===== src/rtl/wiscPkg.sv =====
// Core package with widths, opcodes, instruction formats and pipeline stage records
package wiscPkg;

   // Word, register file and memory sizes
   localparam int dataWidth = 16;
   localparam int regAddrWidth = 3;
   localparam int imemDepth = 256;
   localparam int dmemDepth = 256;
   localparam int imemAddrWidth = $clog2(imemDepth);
   localparam int dmemAddrWidth = $clog2(dmemDepth);
   localparam logic [dataWidth-1:0] resetPc = '0;

   // Major opcodes, any other code is illegal
   typedef enum logic [4:0] {
      NOP   = 5'b00001,
      HALT  = 5'b00000,
      ADDI  = 5'b01000,
      LBI   = 5'b11000,
      LD    = 5'b10001,
      ST    = 5'b10000,
      RTYPE = 5'b11011,
      BEQZ  = 5'b01100,
      BNEZ  = 5'b01101,
      J     = 5'b00100
   } opcode_t;

   // RTYPE function field
   typedef enum logic [1:0] {
      ADD = 2'b00,
      SUB = 2'b01,
      AND = 2'b10,
      XOR = 2'b11
   } aluFunc_t;

   // Register format, rd = rs op rt
   typedef struct packed {
      opcode_t                 opcode;
      logic [regAddrWidth-1:0] rs;
      logic [regAddrWidth-1:0] rt;
      logic [regAddrWidth-1:0] rd;
      aluFunc_t                func;
   } rFormat_t;

   // Immediate format for ADDI, LD and ST
   // ST takes its store data from rd
   typedef struct packed {
      opcode_t                 opcode;
      logic [regAddrWidth-1:0] rs;
      logic [regAddrWidth-1:0] rd;
      logic [4:0]              imm;
   } iFormat_t;

   // Byte immediate format for LBI, BEQZ and BNEZ
   // J reads rs and imm together as an 11-bit offset
   typedef struct packed {
      opcode_t                 opcode;
      logic [regAddrWidth-1:0] rs;
      logic [7:0]              imm;
   } bFormat_t;

   typedef union packed {
      rFormat_t rFmt;
      iFormat_t iFmt;
      bFormat_t bFmt;
   } instrWord_t;

   // Fetch to decode
   typedef struct packed {
      logic                 valid;
      logic [dataWidth-1:0] pc;
      instrWord_t           instr;
   } fetchToDecode_t;

   // Decode to execute, imm is already sign-extended
   typedef struct packed {
      logic                    valid;
      opcode_t                 op;
      aluFunc_t                func;
      logic [dataWidth-1:0]    rsData;
      logic [dataWidth-1:0]    rtData;
      logic [dataWidth-1:0]    imm;
      logic [dataWidth-1:0]    pc;
      logic [regAddrWidth-1:0] dest;
      logic                    writesReg;
   } decodeToExec_t;

   // Execute to memory
   typedef struct packed {
      logic                    valid;
      logic [dataWidth-1:0]    result;
      logic [dataWidth-1:0]    storeData;
      logic                    memRead;
      logic                    memWrite;
      logic [regAddrWidth-1:0] dest;
      logic                    writesReg;
      logic                    halt;
   } execToMem_t;

   // Taken branch or jump
   typedef struct packed {
      logic                 taken;
      logic [dataWidth-1:0] target;
   } redirect_t;

   // Register write, also the retire trace
   typedef struct packed {
      logic                    valid;
      logic [regAddrWidth-1:0] dest;
      logic [dataWidth-1:0]    data;
   } retire_t;

endpackage


===== src/rtl/fetchStage.sv =====
// Fetch stage holding the PC, the loadable instruction memory and the fetch/decode register
`timescale 1ns/1ps

module fetchStage (
   input  logic                                clk,
   input  logic                                rstN,
   input  logic                                stall,
   input  wiscPkg::redirect_t                  redirect,
   input  logic                                halted,
   input  logic                                imemWrEn,
   input  logic [wiscPkg::imemAddrWidth-1:0]   imemWrAddr,
   input  logic [wiscPkg::dataWidth-1:0]       imemWrData,
   output wiscPkg::fetchToDecode_t             fetchOut
);
   import wiscPkg::*;

   logic [dataWidth-1:0] imem [imemDepth];
   logic [dataWidth-1:0] pc;
   instrWord_t           fetchWord;
   // Set once a HALT is fetched so nothing younger enters the pipe
   logic                 haltSeen;
   logic                 stopFetch;

   // Program load, only while the core sits in reset
   always_ff @(posedge clk) begin
      if (!rstN && imemWrEn) begin
         imem[imemWrAddr] <= imemWrData;
      end
   end

   // Asynchronous read at the current PC
   assign fetchWord = instrWord_t'(imem[pc[imemAddrWidth-1:0]]);
   assign stopFetch = haltSeen || halted;

   always_ff @(posedge clk) begin
      if (!rstN) begin
         pc             <= resetPc;
         haltSeen       <= 1'b0;
         fetchOut.valid <= 1'b0;
      end else if (redirect.taken) begin
         // Redirect wins over stall and kills the word in flight
         pc             <= redirect.target;
         haltSeen       <= 1'b0;
         fetchOut.valid <= 1'b0;
      end else if (!stall) begin
         if (stopFetch) begin
            // PC frozen, bubbles only
            fetchOut.valid <= 1'b0;
         end else begin
            fetchOut.valid <= 1'b1;
            fetchOut.pc    <= pc;
            fetchOut.instr <= fetchWord;
            pc             <= pc + 1'b1;
            // A HALT in a branch shadow is cleared again by the redirect
            haltSeen       <= (fetchWord.rFmt.opcode == HALT);
         end
      end
      // Stall holds PC and the fetch/decode register
   end

endmodule


===== config.mk =====
export PLATFORM = sky130hd
export DESIGN_NAME = fetchStage
export DESIGN_NICKNAME = d
export VERILOG_FILES = /design/src/rtl/wiscPkg.sv /design/src/rtl/fetchStage.sv
export SDC_FILE = /design/constraint.sdc
export NUM_CORES = 2
export LEC_CHECK = 0
export BUFFER_PORTS_ARGS = -buffer_cell sky130_fd_sc_hd__buf_2
export CAP_MARGIN = 20
export CORE_ASPECT_RATIO = 1.25
export CORE_MARGIN = 2
export CORE_UTILIZATION = 42
export DETAILED_ROUTE_END_ITERATION = 7
export PLACE_DENSITY = 0.56
export REMOVE_ABC_BUFFERS = 1
export SYNTH_ARGS = -nofsm -noshare
export SYNTH_HDL_FRONTEND = slang
export SYNTH_SLANG_ARGS = --single-unit

===== constraint.sdc =====
create_clock -name clk -period 3.7 [get_ports clk]
set_input_delay 0.185 -clock clk [delete_from_list [all_inputs] [get_ports clk]]
set_output_delay 0.185 -clock clk [all_outputs]
set_load 0.01 [all_outputs]

==> flow_summary.ini <==
[timing]
setup_viol = 2
maxSlewViolCount = 0
fin_crit_ns = 3.73
worst_slack_ns = -0.0340
whs_ns = 0.0583
clock.fmax_ghz = 0.268
final_hold_viol_count = 0
min_period_over_period_pct = 101
skew_ns = 0.0754
tightest_slew_ns = 1.31
rsz0062_at_grt = true
slew_headroom_pct = 12.9

[worst_setup_path]
cp.arrival_ns = 4.41
path_buf_inv = 4
crit_top_cell = mux4_2
worstSetupPathType = flip-flop to flip-flop
path_cells = buf_12 > buf_16 > buf_16 > buf_12 > mux4_2 > mux4_2 > mux4_2 > mux4_2
critPathLaunchType = flip-flop
cp_max_fo = 8
slowest_stage = mux4_2
slowest_delay_ns = 0.68
r2r_slack_ns = -0.03
cp.required_ns = 4.37
critPathCaptureType = flip-flop
cp_top_family = multiplexers

[die]
die-area_mm2 = 0.384
fp.dieW_um = 555
std_cell_rows = 252
ios = 79
start_util_pct = 42.2
core_mm2 = 0.377
die_y_um = 693

[final_layout]
fin_nets = 7685
fillers = 29845
syn2layout_area_growth_pct = 17.5
drive_above_1_share_pct = 36.3

[yosys]
synth_area_mm2 = 0.159
seq_area_frac_synth_pct = 78.2
synth_flop_cell = edfxtp_1
synth_edf_count = 4128
syn_inst = 6681
ys_ff_latch = 4154
synthArstFlopShare_pct = 0
synth_cell_type_count = 65
avgSynthCellArea_um2 = 23.8
synth_warnings = 0

[cts]
clock-root-buffer = clkbuf_16
cts_max_path_buffers = 4
clock_sinks = 4154
clock_latency_ns = 0.96
cts_buffers = 403
path_clk_slew_ns = 0.07
h-tree-depth = 5
cts_tree = done

[detailed_routing]
vias_per_cell = 5.95
dr_total_vias = 76984
dr.pass1.iters = 6
wl_um = 451000
final_antenna_net_count = 0
wl_per_cell_um = 34.9
drc = 0
drtIter0Drc = 9479

[power_and_ir_drop]
pwr-share-clk_pct = 41.6
power.density_mw_per_mm2 = 533
finalPower_uw = 99800
leakagePower_uw = 0.0576
seq_power_share_pct = 52.0
combPwrFrac_pct = 6.4
p_int_uw = 78400
swShare_pct = 21.5
p_sw_uw = 21400
vdd_drop_max_v = 0.000443

[global_route]
grt_max_degree = 129
gr-total-overflow = 0
grt_pass1_wl_um = 624000
grt.total_usage_pct = 23.3
grt_pass1_vias = 77937
antenna_found_initial = 35

[job]
max-cap-violations = 0

[hold_path]
min_path_type = primary input to flip-flop

[placed_design]
port-buffer-count = 78
dp_slack_ns = -0.545
dp_hpwl_um = 277000
gp_congestion = 0.868

[run_status]
status = finished, violations left
violations = setup timing
repair_timing:
| action | in CTS | in global routing |
|---|---|---|
| pin swaps | 3 | 5 |
| resized for setup | 41 | 37 |
| hold buffers | 76 | 0 |
| setup endpoints to repair | 17 | 16 |
| buffers inserted | 23 | 32 |
| endpoints found under the hold margin | 1069 | 0 |
| gates cloned | 9 | 5 |
layout make-up:
type / count / area, um^2 / share of cell area (%)
inverter: 10 / 46.3 / 0.0247
timing repair buffer: 928 / 9690 / 5.18
multi-input combinational: 2141 / 33500 / 17.9
sequential: 4154 / 125000 / 66.5
clock buffer: 479 / 10500 / 5.63
clock inverter: 251 / 2660 / 1.42
tap: 4953 / 6200 / 3.31
antenna: 20 / 50.0 / 0.0267
cells in the mapped netlist, types with 34 or more instances:
cell | count | area share, %
edfxtp_1 | 4128 | 78
nor2_1 | 301 | 0.71
mux2i_1 | 134 | 0.84
o221ai_1 | 55 | 0.30
nand2_1 | 90 | 0.21
mux4_2 | 1212 | 17
o21ai_0 | 34 | 0.11
clkbuf_1 | 181 | 0.43
a21oi_1 | 48 | 0.15
buf_1 | 41 | 0.097
nand3_1 | 40 | 0.13
buf_2 | 88 | 0.28
o22ai_1 | 37 | 0.15
power by group through the flow:
stage	Combinational [uW]	Sequential, uW	Clock [uW]
finish	6440	51900	41500
global route	6710	51800	44000
detailed placement	6210	52900	0
CTS	6450	51900	42200
floorplan	6190	53300	0
global placement	6130	52900	0
sequential cells by signal (all words and copies together), names as in the netlist, named ones only:
| signal | flops |
|---|---|
| fetchOut | 33 |
| haltSeen | 1 |
| imem | 4096 |
| pc | 16 |
layout by cell type (no fill, tap or decap), types with 76 or more instances in the layout:
master / count
dlygate4sd3_1: 76
mux2i_1: 134
mux4_2: 1212
nor2_1: 100
nand2_1: 89
buf_12: 143
nor2_2: 201
buf_4: 572
clkinv_1: 82
clkbuf_16: 415
edfxtp_1: 4128
per-layer routing:
metal	vias to the layer above	global-route usage [%]	routed length [um]
li1	30716	-	-
met1	42433	30.8	174000
met2	3184	39.9	230000
met3	649	3.63	31800
met4	2	7.16	14900
met5	-	0	7
final timing paths:
path,startpoint,end,cells after the start
hold / removal,imemWrData[15],imem[243][15],1
hold reg to reg,pc[15],fetchOut[31],0
setup / recovery,flip-flop,fetchOut[6],8
setup reg to reg,flip-flop,fetchOut[6],8
cells by family (layout without fill, tap and decap cells):
group                    after synthesis  after routing  share of synthesized area, %
buffers and inverters                386           1668                          1.23
multiplexers                        1351           1351                          18.0
AND/OR/NAND/NOR                      539            539                          1.47
XOR/XNOR                              15             15                        0.0825
other                                  0             20                             0
AO/OA/AOI/OAI                        235            235                          1.02
flip-flops                          4154           4154                          78.2
adder cells (fa/ha/maj)                1              1                       0.00785
metrics by stage:
| step | instances | TNS (ns) | utilization [%] | area, um^2 |
|---|---|---|---|---|
| after detailed placement | 12047 | -4.90 | 45.6 | 172000 |
| after floorplan | 6305 | -710.62 | - | 157000 |
| after CTS | 12883 | -0.227 | 49.5 | 187000 |
| after global routing | 12920 | -0.135 | 49.6 | 187000 |
| final | 12936 | -0.0516 | 49.6 | 187000 |
| after global placement | 12045 | -5.15 | 45.6 | 172000 |
Power figures use the tool's default switching activity.
