$ cat config.mk
export PLATFORM = sky130hd
export DESIGN_NAME = decodeStage
export DESIGN_NICKNAME = d
export VERILOG_FILES = /design/src/rtl/wiscPkg.sv /design/src/rtl/regFile.sv /design/src/rtl/decodeStage.sv
export SDC_FILE = /design/constraint.sdc
export NUM_CORES = 1
export LEC_CHECK = 0
export CAP_MARGIN = 20
export CORE_ASPECT_RATIO = 0.7
export CORE_MARGIN = 10
export CORE_UTILIZATION = 40
export CTS_CLUSTER_SIZE = 25
export DETAILED_ROUTE_END_ITERATION = 7
export DONT_BUFFER_PORTS = 1
export GPL_TIMING_DRIVEN = 0
export HOLD_SLACK_MARGIN = 0.15
export PLACE_DENSITY = 0.64
export SETUP_SLACK_MARGIN = 0.5
export SYNTH_ARGS = -nofsm -noshare
export SYNTH_HDL_FRONTEND = slang
export SYNTH_SLANG_ARGS = --single-unit
$ cat constraint.sdc
create_clock -name clk -period 9.6 [get_ports clk]
set_clock_uncertainty 0.1 [all_clocks]
set_input_delay 0 -clock clk [delete_from_list [all_inputs] [get_ports clk]]
set_output_delay 0 -clock clk [all_outputs]
set_load 0.02 [all_outputs]
$ cat src/rtl/wiscPkg.sv
// Core package with widths, opcodes, instruction formats and pipeline stage records
package wiscPkg;

   // Word, register file and memory sizes
   localparam int dataWidth = 16;
   localparam int regAddrWidth = 3;
   localparam int imemDepth = 256;
   localparam int dmemDepth = 256;
   localparam int imemAddrWidth = $clog2(imemDepth);
   localparam int dmemAddrWidth = $clog2(dmemDepth);
   localparam logic [dataWidth-1:0] resetPc = '0;

   // Major opcodes, any other code is illegal
   typedef enum logic [4:0] {
      NOP   = 5'b00001,
      HALT  = 5'b00000,
      ADDI  = 5'b01000,
      LBI   = 5'b11000,
      LD    = 5'b10001,
      ST    = 5'b10000,
      RTYPE = 5'b11011,
      BEQZ  = 5'b01100,
      BNEZ  = 5'b01101,
      J     = 5'b00100
   } opcode_t;

   // RTYPE function field
   typedef enum logic [1:0] {
      ADD = 2'b00,
      SUB = 2'b01,
      AND = 2'b10,
      XOR = 2'b11
   } aluFunc_t;

   // Register format, rd = rs op rt
   typedef struct packed {
      opcode_t                 opcode;
      logic [regAddrWidth-1:0] rs;
      logic [regAddrWidth-1:0] rt;
      logic [regAddrWidth-1:0] rd;
      aluFunc_t                func;
   } rFormat_t;

   // Immediate format for ADDI, LD and ST
   // ST takes its store data from rd
   typedef struct packed {
      opcode_t                 opcode;
      logic [regAddrWidth-1:0] rs;
      logic [regAddrWidth-1:0] rd;
      logic [4:0]              imm;
   } iFormat_t;

   // Byte immediate format for LBI, BEQZ and BNEZ
   // J reads rs and imm together as an 11-bit offset
   typedef struct packed {
      opcode_t                 opcode;
      logic [regAddrWidth-1:0] rs;
      logic [7:0]              imm;
   } bFormat_t;

   typedef union packed {
      rFormat_t rFmt;
      iFormat_t iFmt;
      bFormat_t bFmt;
   } instrWord_t;

   // Fetch to decode
   typedef struct packed {
      logic                 valid;
      logic [dataWidth-1:0] pc;
      instrWord_t           instr;
   } fetchToDecode_t;

   // Decode to execute, imm is already sign-extended
   typedef struct packed {
      logic                    valid;
      opcode_t                 op;
      aluFunc_t                func;
      logic [dataWidth-1:0]    rsData;
      logic [dataWidth-1:0]    rtData;
      logic [dataWidth-1:0]    imm;
      logic [dataWidth-1:0]    pc;
      logic [regAddrWidth-1:0] dest;
      logic                    writesReg;
   } decodeToExec_t;

   // Execute to memory
   typedef struct packed {
      logic                    valid;
      logic [dataWidth-1:0]    result;
      logic [dataWidth-1:0]    storeData;
      logic                    memRead;
      logic                    memWrite;
      logic [regAddrWidth-1:0] dest;
      logic                    writesReg;
      logic                    halt;
   } execToMem_t;

   // Taken branch or jump
   typedef struct packed {
      logic                 taken;
      logic [dataWidth-1:0] target;
   } redirect_t;

   // Register write, also the retire trace
   typedef struct packed {
      logic                    valid;
      logic [regAddrWidth-1:0] dest;
      logic [dataWidth-1:0]    data;
   } retire_t;

endpackage

$ cat src/rtl/regFile.sv
// Register file with eight 16-bit registers, two read ports and a write-through write port
`timescale 1ns/1ps

module regFile (
   input  logic                               clk,
   input  logic                               rstN,
   input  logic [wiscPkg::regAddrWidth-1:0]   rsAddr,
   input  logic [wiscPkg::regAddrWidth-1:0]   rtAddr,
   output logic [wiscPkg::dataWidth-1:0]      rsData,
   output logic [wiscPkg::dataWidth-1:0]      rtData,
   input  wiscPkg::retire_t                   wr
);
   import wiscPkg::*;

   localparam int numRegs = 2 ** regAddrWidth;

   logic [dataWidth-1:0] regs [numRegs];

   always_ff @(posedge clk) begin
      if (!rstN) begin
         for (int i = 0; i < numRegs; i++) begin
            regs[i] <= '0;
         end
      end else if (wr.valid) begin
         regs[wr.dest] <= wr.data;
      end
   end

   // Same-cycle write is visible to both reads
   assign rsData = (wr.valid && (wr.dest == rsAddr)) ? wr.data : regs[rsAddr];
   assign rtData = (wr.valid && (wr.dest == rtAddr)) ? wr.data : regs[rtAddr];

endmodule

$ cat src/rtl/decodeStage.sv
// Decode stage with control generation, register read, hazard interlock and illegal opcode trap
`timescale 1ns/1ps

module decodeStage (
   input  logic                               clk,
   input  logic                               rstN,
   input  wiscPkg::fetchToDecode_t            decIn,
   input  wiscPkg::redirect_t                 redirect,
   input  logic [wiscPkg::regAddrWidth-1:0]   exDest,
   input  logic                               exWrites,
   input  logic [wiscPkg::regAddrWidth-1:0]   memDest,
   input  logic                               memWrites,
   input  wiscPkg::retire_t                   wr,
   output logic                               stall,
   output logic                               err,
   output wiscPkg::decodeToExec_t             decOut
);
   import wiscPkg::*;

   instrWord_t              word;
   logic [dataWidth-1:0]    rsData;
   logic [dataWidth-1:0]    rtData;
   logic [dataWidth-1:0]    imm5Ext;
   logic [dataWidth-1:0]    imm8Ext;
   logic [dataWidth-1:0]    imm11Ext;
   logic                    usesRs;
   logic                    usesRt;
   logic                    illegal;
   logic                    rsHit;
   logic                    rtHit;
   decodeToExec_t           decNext;

   assign word = decIn.instr;

   // rs sits in the same bits for every format
   // rt of RTYPE shares its bits with the ST data register
   regFile regFile0 (
      .clk    (clk),
      .rstN   (rstN),
      .rsAddr (word.rFmt.rs),
      .rtAddr (word.rFmt.rt),
      .rsData (rsData),
      .rtData (rtData),
      .wr     (wr)
   );

   // Sign-extended immediates of the three widths
   assign imm5Ext  = {{(dataWidth-5){word.iFmt.imm[4]}}, word.iFmt.imm};
   assign imm8Ext  = {{(dataWidth-8){word.bFmt.imm[7]}}, word.bFmt.imm};
   assign imm11Ext = {{(dataWidth-11){word.bFmt.rs[2]}}, word.bFmt.rs, word.bFmt.imm};

   always_comb begin
      decNext        = '0;
      usesRs         = 1'b0;
      usesRt         = 1'b0;
      illegal        = 1'b0;
      decNext.valid  = decIn.valid;
      decNext.op     = word.rFmt.opcode;
      decNext.func   = word.rFmt.func;
      decNext.rsData = rsData;
      decNext.rtData = rtData;
      decNext.pc     = decIn.pc;
      case (word.rFmt.opcode)
         // No operands and no result
         NOP, HALT: ;
         ADDI, LD: begin
            usesRs            = 1'b1;
            decNext.imm       = imm5Ext;
            decNext.dest      = word.iFmt.rd;
            decNext.writesReg = 1'b1;
         end
         ST: begin
            usesRs      = 1'b1;
            usesRt      = 1'b1;
            decNext.imm = imm5Ext;
         end
         LBI: begin
            decNext.imm       = imm8Ext;
            decNext.dest      = word.bFmt.rs;
            decNext.writesReg = 1'b1;
         end
         BEQZ, BNEZ: begin
            usesRs      = 1'b1;
            decNext.imm = imm8Ext;
         end
         J: decNext.imm = imm11Ext;
         RTYPE: begin
            usesRs            = 1'b1;
            usesRt            = 1'b1;
            decNext.dest      = word.rFmt.rd;
            decNext.writesReg = 1'b1;
         end
         default: begin
            // Illegal code travels on as a nop
            illegal    = 1'b1;
            decNext.op = NOP;
         end
      endcase
   end

   // Source still owed by an older instruction in execute or memory
   assign rsHit = (exWrites && (exDest == word.rFmt.rs)) ||
                  (memWrites && (memDest == word.rFmt.rs));
   assign rtHit = (exWrites && (exDest == word.rFmt.rt)) ||
                  (memWrites && (memDest == word.rFmt.rt));
   assign stall = decIn.valid && ((usesRs && rsHit) || (usesRt && rtHit));

   always_ff @(posedge clk) begin
      if (!rstN) begin
         decOut.valid <= 1'b0;
         err          <= 1'b0;
      end else begin
         if (redirect.taken || stall) begin
            // Flushed or held, send a bubble
            decOut.valid <= 1'b0;
         end else begin
            decOut <= decNext;
         end
         // Sticky, only for an instruction that is not flushed
         if (decIn.valid && illegal && !redirect.taken) begin
            err <= 1'b1;
         end
      end
   end

endmodule

==> qor.yml <==
worst_setup_path:
  worstPathRequired_ns: 9.65
  critPathMaxFanout: 22
  reg2reg_end: "decOut[52]"
  critPathLaunch: "decIn[5]"
  worst_path_arrival_time_ns: 3.67
  critPathKind: "input pin to flop"
  rrSetupSlack_ns: 7.59
  end_kind: "flop"
  endpoint: "decOut[50]"
  crit-reg2reg-launch: "regFile0.regs[3][0]"
  crit_path_start_kind: "input pin"
  rr_worst_depth: 4
placement:
  detailed_place.area_mm2: 0.01053
  dp.final_hpwl_um: 20310
  gp_congestion: 0.8731
  port-buffer-count: 0
  dp_cells: 992
  pre_cts_ws_ns: 7.092
timing:
  layout_min_cycle_time_ns: 3.621
  setup_tns_ns: 0
  layout_setup_ws_ns: 5.979
  report.final.slew_viol_count: 0
  max_slew.worst_pin.slew_ns: 1.022
  hold_viol: 0
  slew-limit-headroom_pct: 31.87
  grt_setup_unrepaired: "false"
  hold_slack_ns: 0.1698
  fmax_ghz: 0.2762
  post-route-period-util_pct: 37.72
  setup_violations: 0
routing:
  post_drt_via_cell_ratio: 5.702
  drt_first_iter_violations: 748
  highest_layer: "met5"
  drtPass1Iterations: 6
  routed_wl_um: 28950
  route.vias.total: 6295
  wl_met2_um: 13660
  total_length_of_routed_met3_wires_um: 2779
  route.layer.met1.wl_um: 11980
  postRouteAntennaNets: 0
  drc: 0
  routedWlPerCell_um: 26.22
finish:
  post_route_cells_drive_above_1_share_pct: 21.39
  layout_common_cells: "sky130_fd_sc_hd__edfxtp_1, sky130_fd_sc_hd__and2_1, sky130_fd_sc_hd__dlygate4sd3_1, sky130_fd_sc_hd__mux4_2, sky130_fd_sc_hd__nand2_1"
  layout_commonest_cell: "sky130_fd_sc_hd__edfxtp_1"
  final_cells: 1104
  finalNetCount: 843
  signed_area_change_from_the_synthesized_netlist_to_the_final_layout_pct: 20.07
  postLayoutCellArea_mm2: 0.01192
yosys:
  yosysWarningCount: 0
  syn_area_per_cell_um2: 15.11
  synth_ff_type: "sky130_fd_sc_hd__edfxtp_1"
  synth_seq_area_share_pct: 60.31
  synthesis.instances: 657
  mappedNetlistNets: 737
  synth.ff_latch_count: 200
  synth-edff-count: 198
  synthDistinctLibCells: 49
  netlist_area_mm2: 0.009925
  share_of_flip_flops_with_an_asynchronous_set_or_reset_pct: 0
clock_tree:
  cts_tree: "built"
  cts_max_path_buffers: 2
  postCtsSetupRepairBufs: 0
  count_of_clock_tree_sinks: 200
  path_clk_slew_ns: 0.08
  cts-htree-levels: 4
  worstSkewPairLatency_ns: 0.44
  numCtsBuffers: 17
  cts_root_buffer: "sky130_fd_sc_hd__clkbuf_16"
power_and_ir_drop:
  p_leak_nw: 4.177
  ir_worst_vdd_mv: 0.1207
  powerDensity_mw_per_mm2: 172.0
global_route:
  antenna_violations_before_repair: 5
  gr-total-overflow: 0
  grt_pass1_wl_um: 42590
  largest_net_degree_at_the_start_of_global_routing: 23
  grt_pass1_vias: 6434
  grt_use_total_pct: 18.21
flow_run:
  maxCapViolations: 0
floorplan:
  chipWidth_um: 208.3
  chipHeight_um: 151.8
  die_area_mm2: 0.03161
  starting_density_of_the_core_pct: 40.40
  io-pin-count: 158
  core_region_area_mm2: 0.02456
  std_cell_rows: 48
min_path:
  worstHoldPathType: "input pin to flop"
outcome:
  outcome: "complete, no violations"
## worst min-delay path by stage
stage / to / startpoint / depth (start not counted)
after global placement: decOut[15] / decIn[27] / 0
after global routing: decOut[28] / decIn[8] / 3
final: regFile0.regs[1][4] / wr[17] / 3
after detailed placement: decOut[14] / decIn[26] / 0
after CTS: regFile0.regs[1][4] / wr[17] / 3
after floorplan: decOut[10] / decIn[22] / 0
## cells in the mapped netlist (all sizes together) (7+ instances only)
| cell type | number | area, um2 |
|---|---|---|
| and2 | 134 | 838.3 |
| xnor2 | 12 | 105.1 |
| a21o | 7 | 52.55 |
| mux2i | 32 | 320.3 |
| edfxtp | 198 | 5946 |
| mux4 | 64 | 1441 |
| o21ai | 38 | 190.2 |
| nand2 | 45 | 171.4 |
| nor2 | 13 | 56.31 |
| buf | 42 | 265.3 |
| nand2b | 9 | 56.30 |
## metrics by stage
step | utilization (%) | power, mW
2_1_floorplan | - | 1.225
3_3_place_gp | 42.06 | 1.279
3_5_place_dp | 42.85 | 1.294
4_1_cts | 48.48 | 2.056
5_1_grt | 48.49 | 2.117
6_report | 48.51 | 2.049
## logic make-up after synthesis
group | Yosys count | synth area share [%]
and+or+nand+nor | 225 | 13.26
DFF | 200 | 60.31
xor gates and xnor gates | 18 | 1.588
muxes | 96 | 17.75
buffers and inverters | 52 | 3.051
AOI/OAI and AO/OA | 66 | 4.035
## flip-flops by register name, indices dropped and copies added (netlist names)
signal / flops
decOut: 71
err: 1
regFile0.regs: 128
## report_power, final
part | switching [mW] | internal, mW
sequential | 0.0500 | 1.02
clock | 0.378 | 0.360
combinational | 0.126 | 0.113
total | 0.554 | 1.49
## timing repair
| item | 4_1_cts | 5_1_grt |
|---|---|---|
| resized for setup | 0 | 0 |
| hold buffers | 77 | 0 |
| hold endpoints to repair | 238 | 0 |
## worst max-delay path, stage by stage
cell                            delay, ns
sky130_fd_sc_hd__dlygate4sd3_1       0.53
sky130_fd_sc_hd__buf_4               0.26
sky130_fd_sc_hd__buf_6               0.24
sky130_fd_sc_hd__xnor2_1             0.11
sky130_fd_sc_hd__nand4_1             0.13
sky130_fd_sc_hd__dlygate4sd3_1       0.58
sky130_fd_sc_hd__nand2_1             0.06
sky130_fd_sc_hd__dlygate4sd3_1       0.59
sky130_fd_sc_hd__a221oi_4            0.32
sky130_fd_sc_hd__buf_8               0.25
sky130_fd_sc_hd__buf_8               0.21
sky130_fd_sc_hd__buf_16              0.18
sky130_fd_sc_hd__buf_8               0.16
## per-layer routing
metal,up-vias,track usage [%]
met3,54,6.226
met4,4,3.648
met5,-,0
met2,335,29.96
met1,3195,23.11
li1,2707,-
## area by class of cell
cell class / instances / area [um2]
fillers: 2039 / 12650
flip-flops and latches: 200 / 5986
multi-input cells: 405 / 3676
repair buffers: 87 / 925.9
clock buffers: 17 / 425.4
well taps: 325 / 406.6
plain buffers: 48 / 287.8
clock inverters: 15 / 186.4
inverters: 4 / 15.01
diodes: 3 / 7.507
No activity file was read; power rests on OpenSTA's default activity.
