[src/rtl/wiscPkg.sv]
// Core package with widths, opcodes, instruction formats and pipeline stage records
package wiscPkg;

   // Word, register file and memory sizes
   localparam int dataWidth = 16;
   localparam int regAddrWidth = 3;
   localparam int imemDepth = 256;
   localparam int dmemDepth = 256;
   localparam int imemAddrWidth = $clog2(imemDepth);
   localparam int dmemAddrWidth = $clog2(dmemDepth);
   localparam logic [dataWidth-1:0] resetPc = '0;

   // Major opcodes, any other code is illegal
   typedef enum logic [4:0] {
      NOP   = 5'b00001,
      HALT  = 5'b00000,
      ADDI  = 5'b01000,
      LBI   = 5'b11000,
      LD    = 5'b10001,
      ST    = 5'b10000,
      RTYPE = 5'b11011,
      BEQZ  = 5'b01100,
      BNEZ  = 5'b01101,
      J     = 5'b00100
   } opcode_t;

   // RTYPE function field
   typedef enum logic [1:0] {
      ADD = 2'b00,
      SUB = 2'b01,
      AND = 2'b10,
      XOR = 2'b11
   } aluFunc_t;

   // Register format, rd = rs op rt
   typedef struct packed {
      opcode_t                 opcode;
      logic [regAddrWidth-1:0] rs;
      logic [regAddrWidth-1:0] rt;
      logic [regAddrWidth-1:0] rd;
      aluFunc_t                func;
   } rFormat_t;

   // Immediate format for ADDI, LD and ST
   // ST takes its store data from rd
   typedef struct packed {
      opcode_t                 opcode;
      logic [regAddrWidth-1:0] rs;
      logic [regAddrWidth-1:0] rd;
      logic [4:0]              imm;
   } iFormat_t;

   // Byte immediate format for LBI, BEQZ and BNEZ
   // J reads rs and imm together as an 11-bit offset
   typedef struct packed {
      opcode_t                 opcode;
      logic [regAddrWidth-1:0] rs;
      logic [7:0]              imm;
   } bFormat_t;

   typedef union packed {
      rFormat_t rFmt;
      iFormat_t iFmt;
      bFormat_t bFmt;
   } instrWord_t;

   // Fetch to decode
   typedef struct packed {
      logic                 valid;
      logic [dataWidth-1:0] pc;
      instrWord_t           instr;
   } fetchToDecode_t;

   // Decode to execute, imm is already sign-extended
   typedef struct packed {
      logic                    valid;
      opcode_t                 op;
      aluFunc_t                func;
      logic [dataWidth-1:0]    rsData;
      logic [dataWidth-1:0]    rtData;
      logic [dataWidth-1:0]    imm;
      logic [dataWidth-1:0]    pc;
      logic [regAddrWidth-1:0] dest;
      logic                    writesReg;
   } decodeToExec_t;

   // Execute to memory
   typedef struct packed {
      logic                    valid;
      logic [dataWidth-1:0]    result;
      logic [dataWidth-1:0]    storeData;
      logic                    memRead;
      logic                    memWrite;
      logic [regAddrWidth-1:0] dest;
      logic                    writesReg;
      logic                    halt;
   } execToMem_t;

   // Taken branch or jump
   typedef struct packed {
      logic                 taken;
      logic [dataWidth-1:0] target;
   } redirect_t;

   // Register write, also the retire trace
   typedef struct packed {
      logic                    valid;
      logic [regAddrWidth-1:0] dest;
      logic [dataWidth-1:0]    data;
   } retire_t;

endpackage

[src/rtl/executeStage.sv]
// Execute stage with the ALU, branch and jump resolution, and the execute/memory register
`timescale 1ns/1ps

module executeStage (
   input  logic                               clk,
   input  logic                               rstN,
   input  wiscPkg::decodeToExec_t             exIn,
   output wiscPkg::redirect_t                 redirect,
   output logic [wiscPkg::regAddrWidth-1:0]   exDest,
   output logic                               exWrites,
   output wiscPkg::execToMem_t                exOut
);
   import wiscPkg::*;

   logic [dataWidth-1:0] aluResult;
   logic                 rsZero;
   logic                 branchTaken;
   execToMem_t           exNext;

   // ALU
   always_comb begin
      case (exIn.op)
         RTYPE: begin
            case (exIn.func)
               ADD:     aluResult = exIn.rsData + exIn.rtData;
               SUB:     aluResult = exIn.rsData - exIn.rtData;
               AND:     aluResult = exIn.rsData & exIn.rtData;
               XOR:     aluResult = exIn.rsData ^ exIn.rtData;
               default: aluResult = '0;
            endcase
         end
         // Add-immediate and load/store address
         ADDI, LD, ST: aluResult = exIn.rsData + exIn.imm;
         LBI:          aluResult = exIn.imm;
         default:      aluResult = '0;
      endcase
   end

   // Branch condition on rs
   assign rsZero = (exIn.rsData == '0);

   always_comb begin
      case (exIn.op)
         BEQZ:    branchTaken = rsZero;
         BNEZ:    branchTaken = !rsZero;
         J:       branchTaken = 1'b1;
         default: branchTaken = 1'b0;
      endcase
   end

   // One-cycle pulse while the branch sits here
   assign redirect.taken  = exIn.valid && branchTaken;
   // Target relative to the next sequential PC
   assign redirect.target = exIn.pc + 1'b1 + exIn.imm;

   // Destination seen by the decode interlock
   assign exDest   = exIn.dest;
   assign exWrites = exIn.valid && exIn.writesReg;

   always_comb begin
      exNext.valid     = exIn.valid;
      exNext.result    = aluResult;
      // Store data is the rt read
      exNext.storeData = exIn.rtData;
      exNext.memRead   = (exIn.op == LD);
      exNext.memWrite  = (exIn.op == ST);
      exNext.dest      = exIn.dest;
      exNext.writesReg = exIn.writesReg;
      exNext.halt      = (exIn.op == HALT);
   end

   always_ff @(posedge clk) begin
      if (!rstN) begin
         exOut.valid <= 1'b0;
      end else begin
         exOut <= exNext;
      end
   end

endmodule

[config.mk]
export PLATFORM = sky130hd
export DESIGN_NAME = executeStage
export DESIGN_NICKNAME = d
export VERILOG_FILES = /design/src/rtl/wiscPkg.sv /design/src/rtl/executeStage.sv
export SDC_FILE = /design/constraint.sdc
export NUM_CORES = 1
export LEC_CHECK = 0
export BUFFER_PORTS_ARGS = -buffer_cell sky130_fd_sc_hd__buf_4
export CAP_MARGIN = 15
export CORE_MARGIN = 3
export CORE_UTILIZATION = 53
export DETAILED_ROUTE_END_ITERATION = 10
export PLACE_DENSITY = 0.82
export SLEW_MARGIN = 20
export SYNTH_ARGS = -nofsm -noshare
export SYNTH_HDL_FRONTEND = slang
export SYNTH_SLANG_ARGS = --single-unit
[constraint.sdc]
create_clock -name clk -period 3.6 [get_ports clk]
set_input_delay 0 -clock clk [delete_from_list [all_inputs] [get_ports clk]]
set_output_delay 0 -clock clk [all_outputs]
set_load 0.02 [all_outputs]
==> key figures, run 1 <==
Outcome
  • Status: finished, final reports clean

Final layout
  • Commonest non-fill, non-tap cells in the layout: sky130_fd_sc_hd__buf_4 (144), sky130_fd_sc_hd__ha_1 (62), sky130_fd_sc_hd__nor2_1 (48)
  • Net total in the final layout: 794
  • Fill cells: 594
  • Synth-to-Final Area Change: 33.4%
  • Multi-input logic area: 3190 µm²
  • # diodes: 0
  • Largest registers in the final layout: exOut (40)
  • Leading cell type in the layout, fill and taps excluded: sky130_fd_sc_hd__buf_4
  • Flip-flop count of the largest register, all copies and words added: 40
  • Most flops, register: exOut
  • Sequential cell area: 1190 µm²
  • Share of post-route cells with drive strength above 1: 25.6%

Synth
  • Sequential area share after synthesis: 26.6%
  • Synth Instances: 490
  • Synthesized Nets: 633
  • Async S/R FF share, synth: 0%
  • Synthesis Warnings: 0
  • Cell accounting for the most synthesized area: sky130_fd_sc_hd__edfxtp_1
  • Synthesized area per cell: 9.13 µm²
  • FF+latch count, synth: 40
  • Netlist area before placement: 4480 µm²
  • Number of library cell types mapped by synthesis: 65
  • Top-area cell type share of the netlist area: 26.2%
  • Area contributors post-synth: sky130_fd_sc_hd__edfxtp_1 (26%), sky130_fd_sc_hd__ha_1 (17%), sky130_fd_sc_hd__xnor2_1 (6.1%), sky130_fd_sc_hd__a21oi_1 (4.5%), sky130_fd_sc_hd__xor2_1 (4.1%)
  • Most used flip-flop cell after synthesis: sky130_fd_sc_hd__edfxtp_1
  • Post-synth EDFFs: 39

Detailed routing
  • Routed wire length on met2: 6100 µm
  • Post-detailed-route wirelength per cell: 17.1 µm
  • Vias per Instance: 6.01
  • Violation count after the first detailed-route iteration: 227
  • Met1 layer wirelength in the final routing: 5260 µm
  • Drt drc: 0
  • Top layer reached by signal wires: met4
  • Overall via count from detail_route: 4529
  • Met3 WL: 1110 µm
  • Length of the first detailed-routing pass in iterations: 5
  • Count of nets left with antenna violations after detail routing: 0
  • Total Routed Length: 12900 µm

Floorplan
  • Initial core utilization: 56.2%
  • Height of the chip: 97.9 µm
  • Placeable core area: 7970 µm²
  • Die width: 97.9 µm
  • DIE AREA: 9580 µm²
  • Row count: 32
  • I/O pin count: 139

Placed design
  • Final HPWL from detailed placement: 10100 µm
  • IO buf count: 138
  • RD Place Congestion: 0.978

Setup path
  • Worst setup path start: exIn[37]
  • Critical path, cell by cell: dlygate4sd3_1 -> buf_4 -> inv_1 -> ha_1 -> or3b_4 -> o31ai_2 -> xor2_1 -> ha_1 -> and4_1 -> a2111oi_2 -> a21oi_1 -> o22ai_1 -> xor2_1 -> o2111ai_1
  • Biggest fanout along the worst timing path: 5
  • Startpoint-to-endpoint class of the critical path: in -> reg
  • Kind of end point of the critical path: flip-flop
  • Sum of buffers and inverters on the critical path: 3
  • Delay of the slowest cell on the worst path: 0.54 ns
  • Kind of cell with the highest combined delay on the critical path: compound AO/OA/AOI/OAI gates
  • Critical path required time: 3.63 ns
  • Depth of the critical timing path with buffers and inverters included: 14
  • Kind of start point of the critical path: primary input
  • Slowest stage cell on the critical path: sky130_fd_sc_hd__dlygate4sd3_1
  • Data arrival time of the critical path: 3.48 ns

Clock network
  • Maximum count of clock buffers along a single path: 2
  • Clk root buf: sky130_fd_sc_hd__clkbuf_8
  • Clock slew seen by the registers of the worst setup and hold paths: 0.08 ns
  • Total CTS buffers: 5
  • Clock sink total: 40
  • TritonCTS clock tree: done
  • H-Tree Level Count: 2

Pwr
  • Post-layout total power: 0.00187 W
  • Leak pwr: 2.66 nW
  • Peak supply drop: 0.188 mV
  • Power density over the cells: 313 nW/µm²

Timing
  • Maximum frequency from static timing analysis: 0.290 GHz
  • Count of final hold-check violations: 0
  • Minimum clock period after layout: 3.45 ns
  • Transition time of the tightest slew-check pin: 0.606 ns
  • Worst hold slack: 0.0220 ns
  • Relative max-transition margin: 59.2%
  • Setup repair after global routing missed its margin: yes
  • Number of pins exceeding their max-slew limit in the final report: 0
  • Total of endpoints with negative setup slack in the final report: 0
  • Period utilisation layout: 95.8%

Global route
  • Global-route wire length before repair: 20000 µm
  • Overall fraction of global-route tracks in use: 25.5%
  • Overflow after GRT: 0
  • Antenna violations before repair: 0
  • Via count of the first global-routing pass: 4289
  • Largest net degree at the start of global routing: 41

Run
  • Maximum capacitance violations: 0

Min path
  • Worst Hold Path Cells: 3
  • Sink of the worst hold path: exOut[32]
  • Min-delay worst type: in -> reg
  • Worst Hold Launch: exIn[29]
-- synth_stat cells, types with 3 or more instances --
library cell,n
sky130_fd_sc_hd__nand4_1,4
sky130_fd_sc_hd__nand2b_1,12
sky130_fd_sc_hd__nor3_1,8
sky130_fd_sc_hd__o21bai_1,3
sky130_fd_sc_hd__nor2_1,48
sky130_fd_sc_hd__edfxtp_1,39
sky130_fd_sc_hd__nor4_1,6
sky130_fd_sc_hd__o22ai_1,4
sky130_fd_sc_hd__o21a_1,6
sky130_fd_sc_hd__nor2b_1,7
sky130_fd_sc_hd__mux2i_1,16
sky130_fd_sc_hd__a22oi_1,5
sky130_fd_sc_hd__a21oi_1,40
sky130_fd_sc_hd__o21ai_1,14
sky130_fd_sc_hd__nand3_1,6
sky130_fd_sc_hd__o2111ai_1,3
sky130_fd_sc_hd__and4_1,3
sky130_fd_sc_hd__a21o_1,10
sky130_fd_sc_hd__ha_1,62
sky130_fd_sc_hd__fa_1,3
sky130_fd_sc_hd__clkbuf_1,5
sky130_fd_sc_hd__buf_4,3
sky130_fd_sc_hd__xnor2_1,31
sky130_fd_sc_hd__a211oi_1,8
sky130_fd_sc_hd__or3_1,4
sky130_fd_sc_hd__inv_1,15
sky130_fd_sc_hd__o21ai_0,19
sky130_fd_sc_hd__nand2_1,32
sky130_fd_sc_hd__a221oi_1,3
sky130_fd_sc_hd__xor2_1,21
sky130_fd_sc_hd__nor3b_1,3
sky130_fd_sc_hd__a31oi_1,4
sky130_fd_sc_hd__o41ai_1,3
sky130_fd_sc_hd__a221o_1,3
-- layer usage --
| metal | vias up | global-route usage, % |
|---|---|---|
| met5 | - | 0 |
| met4 | 0 | 11.4 |
| met3 | 39 | 4.79 |
| met2 | 237 | 42.5 |
| met1 | 2070 | 32.0 |
| li1 | 2183 | - |
-- worst max path at each step --
| stage | to | slack, ns |
|---|---|---|
| finish | exOut[36] | 0.15 |
| global route | exOut[38] | -0.02 |
| CTS | exOut[36] | 0.08 |
| detailed placement | exOut[38] | 0.18 |
| global placement | exOut[38] | 0.24 |
| floorplan | exOut[38] | 0.55 |
-- tightest hold or removal path: cells and delay by family --
kind / cells / cell delay, ns
buf+inv: 1 / 0.09
simple gates: 1 / 0.04
compound gates: 1 / 0.07
-- layout make-up --
class,count,share of cell area [%]
Tap cell,102,2.14
Multi-Input combinational cell,424,53.5
Sequential cell,40,20.0
Clock inverter,3,0.713
Clock buffer,5,1.15
Timing Repair Buffer,165,21.6
Inverter,15,0.943
-- kinds of logic after synthesis --
kind of cell,synth area share (%)
AOI/OAI and AO/OA,20.9
xor gates and xnor gates,10.5
adders and majority gates,18.7
buffers and inverters,2.49
DFF,26.6
muxes,4.08
and+or+nand+nor,16.7
-- power by group --
| group | total [W] | switching, W | leakage [nW] | internal, W |
|---|---|---|---|---|
| registers | 0.000563 | 0.0000114 | 0.385 | 0.000551 |
| logic | 0.000923 | 0.000505 | 2.22 | 0.000418 |
| clock network | 0.000382 | 0.000177 | 0.0541 | 0.000205 |
-- stage by stage --
stage | setup TNS (ns) | cell area, µm² | setup WS [ns] | util [%] | std cells
after CTS | 0 | 5940 | 0.0800 | 74.6 | 753
after detailed placement | 0 | 5620 | 0.178 | 70.6 | 724
final | 0 | 5970 | 0.152 | 74.9 | 754
after global routing | -0.0282 | 5970 | -0.0220 | 74.9 | 754
after global placement | 0 | 5620 | 0.245 | 70.6 | 724
after floorplan | 0 | 4480 | 0.551 | - | 490
-- what timing repair did --
| item | CTS | global route |
|---|---|---|
| buffers inserted | 0 | 1 |
| setup endpoints to repair | 0 | 2 |
| gates resized for setup | 0 | 5 |
| endpoints found under the hold margin | 21 | 0 |
| hold buffers | 21 | 0 |
(Power assumes the default switching activity.)
==> inputs of run 2 (changes only) <==
CORE_UTILIZATION = 45   (was 53)
PLACE_DENSITY = 0.72   (was 0.82)
==> key figures, run 2 (synthesized netlist as in run 1, its figures left out) <==
Outcome
  • Status: finished, final reports clean

Detailed routing
  • Total Routed Length: 13000 µm
  • Vias per Instance: 5.59
  • Length of the first detailed-routing pass in iterations: 5
  • Violation count after the first detailed-route iteration: 212
  • Overall via count from detail_route: 4352
  • Count of nets left with antenna violations after detail routing: 0
  • Drt drc: 0
  • Post-detailed-route wirelength per cell: 16.7 µm

Final layout
  • Largest registers in the final layout: exOut (40)
  • Fill cells: 809
  • Leading cell type in the layout, fill and taps excluded: sky130_fd_sc_hd__buf_4
  • Share of post-route cells with drive strength above 1: 25.4%
  • Net total in the final layout: 792
  • Commonest non-fill, non-tap cells in the layout: sky130_fd_sc_hd__buf_4 (142), sky130_fd_sc_hd__ha_1 (62), sky130_fd_sc_hd__nor2_1 (48)
  • Synth-to-Final Area Change: 33.8%
  • # diodes: 0
  • Flip-flop count of the largest register, all copies and words added: 40
  • Final non-filler cell area: 5990 µm²
  • Most flops, register: exOut
  • Finished Core Util: 63.3%

Global route
  • Via count of the first global-routing pass: 4260
  • Largest net degree at the start of global routing: 41
  • Antenna violations before repair: 0
  • Global-route wire length before repair: 20700 µm
  • Overall fraction of global-route tracks in use: 22.8%
  • Overflow after GRT: 0

Pwr
  • Part of the total power dissipated in combinational logic: 49.1%
  • Portion of total power attributed to sequential cells: 30.3%
  • Peak supply drop: 0.226 mV
  • Switching share of power: 37.0%
  • Leak pwr: 2.64 nW
  • Internal cell power: 0.00117 W
  • Net switching power: 0.000689 W
  • Power density over the cells: 311 nW/µm²
  • Clock share of power: 20.6%

Clock network
  • TritonCTS clock tree: done
  • Total CTS buffers: 5
  • Clock sink total: 40
  • Clk root buf: sky130_fd_sc_hd__clkbuf_8
  • Clock slew seen by the registers of the worst setup and hold paths: 0.09 ns
  • Maximum count of clock buffers along a single path: 2
  • H-Tree Level Count: 2

Setup path
  • Critical path required time: 3.65 ns
  • Data arrival time of the critical path: 3.54 ns
  • Biggest fanout along the worst timing path: 6
  • Worst setup path start: exIn[39]
  • Kind of end point of the critical path: flip-flop
  • Startpoint-to-endpoint class of the critical path: in -> reg
  • Kind of start point of the critical path: primary input

Timing
  • Maximum frequency from static timing analysis: 0.287 GHz
  • Total of endpoints with negative setup slack in the final report: 0
  • Count of final hold-check violations: 0
  • Number of pins exceeding their max-slew limit in the final report: 0
  • Period utilisation layout: 97.0%
  • Transition time of the tightest slew-check pin: 0.565 ns
  • Minimum clock period after layout: 3.49 ns
  • Relative max-transition margin: 61.9%

Placed design
  • Placement Cell Area: 5650 µm²
  • Final HPWL from detailed placement: 10300 µm
  • RD Place Congestion: 0.894
  • IO buf count: 138

Floorplan
  • Initial core utilization: 47.3%
  • Row count: 35
  • Die width: 106 µm
  • I/O pin count: 139
  • Height of the chip: 106 µm
  • DIE AREA: 11200 µm²
  • Placeable core area: 9460 µm²

Min path
  • Worst Hold Launch: exIn[29]
  • Min-delay worst type: in -> reg

Run
  • Maximum capacitance violations: 0
run 2: cell types whose count changed in the layout (fill, tap and decap cells not counted), sizes merged:
cell  change
buf       -2
run 2: area by class of cell:
type	count	area [µm²]	share of cell area, %
timing repair buffer	163	1280	21.3
tap	129	161	2.69
inverter	15	56.3	0.940
clock buffer	5	68.8	1.15
multi-input combinational	424	3190	53.3
clock inverter	3	42.5	0.710
sequential	40	1190	19.9
run 2: through the flow:
stage               worst slack, ns  TNS (ns)  hold slack (ns)  power, W  cells
floorplan                     0.551         0           0.0989   0.00113    490
finish                        0.110         0           0.0147   0.00186    779
global route               -0.00626  -0.00626           0.0253   0.00197    779
detailed placement            0.201         0            0.194   0.00145    750
global placement              0.234         0            0.188   0.00144    750
CTS                         0.00552         0           0.0169   0.00186    779
run 2: critical path, stage by stage:
cell	delay [ns]
sky130_fd_sc_hd__dlygate4sd3_1	0.53
sky130_fd_sc_hd__buf_4	0.16
sky130_fd_sc_hd__or3_4	0.34
sky130_fd_sc_hd__or3b_1	0.46
sky130_fd_sc_hd__nor3b_2	0.25
sky130_fd_sc_hd__a21oi_1	0.11
sky130_fd_sc_hd__xnor2_1	0.13
sky130_fd_sc_hd__ha_1	0.34
sky130_fd_sc_hd__a21o_1	0.20
sky130_fd_sc_hd__a21oi_1	0.17
sky130_fd_sc_hd__nor3b_1	0.20
sky130_fd_sc_hd__a22o_1	0.17
sky130_fd_sc_hd__mux2i_1	0.07
sky130_fd_sc_hd__or4_1	0.38
run 2: worst paths after layout:
| kind | depth (start not counted) | slack [ns] | endpoint |
|---|---|---|---|
| setup / recovery | 14 | 0.11 | exOut[38] |
| hold / removal | 3 | 0.01 | exOut[32] |
run 2: per-layer routing:
layer	GRT usage [%]	routed length (µm)	vias up
met5	0	0	-
met4	6.57	316	0
met3	3.67	902	29
met2	39.1	6080	175
met1	29.7	5740	1974
li1	-	-	2174
run 2: timing repair:
item | in CTS | in global routing
hold buffers | 21 | 0
hold endpoints to repair | 21 | 0
endpoints found under the setup margin | 0 | 3
gates resized for setup | 0 | 5
setup buffers | 0 | 0
run 2: power groups by stage:
stage | Combinational (W) | Sequential [W] | Clock [W]
global placement | 0.000870 | 0.000573 | 0
global route | 0.000997 | 0.000567 | 0.000410
detailed placement | 0.000882 | 0.000572 | 0
CTS | 0.000906 | 0.000563 | 0.000392
floorplan | 0.000512 | 0.000620 | 0
finish | 0.000914 | 0.000563 | 0.000383
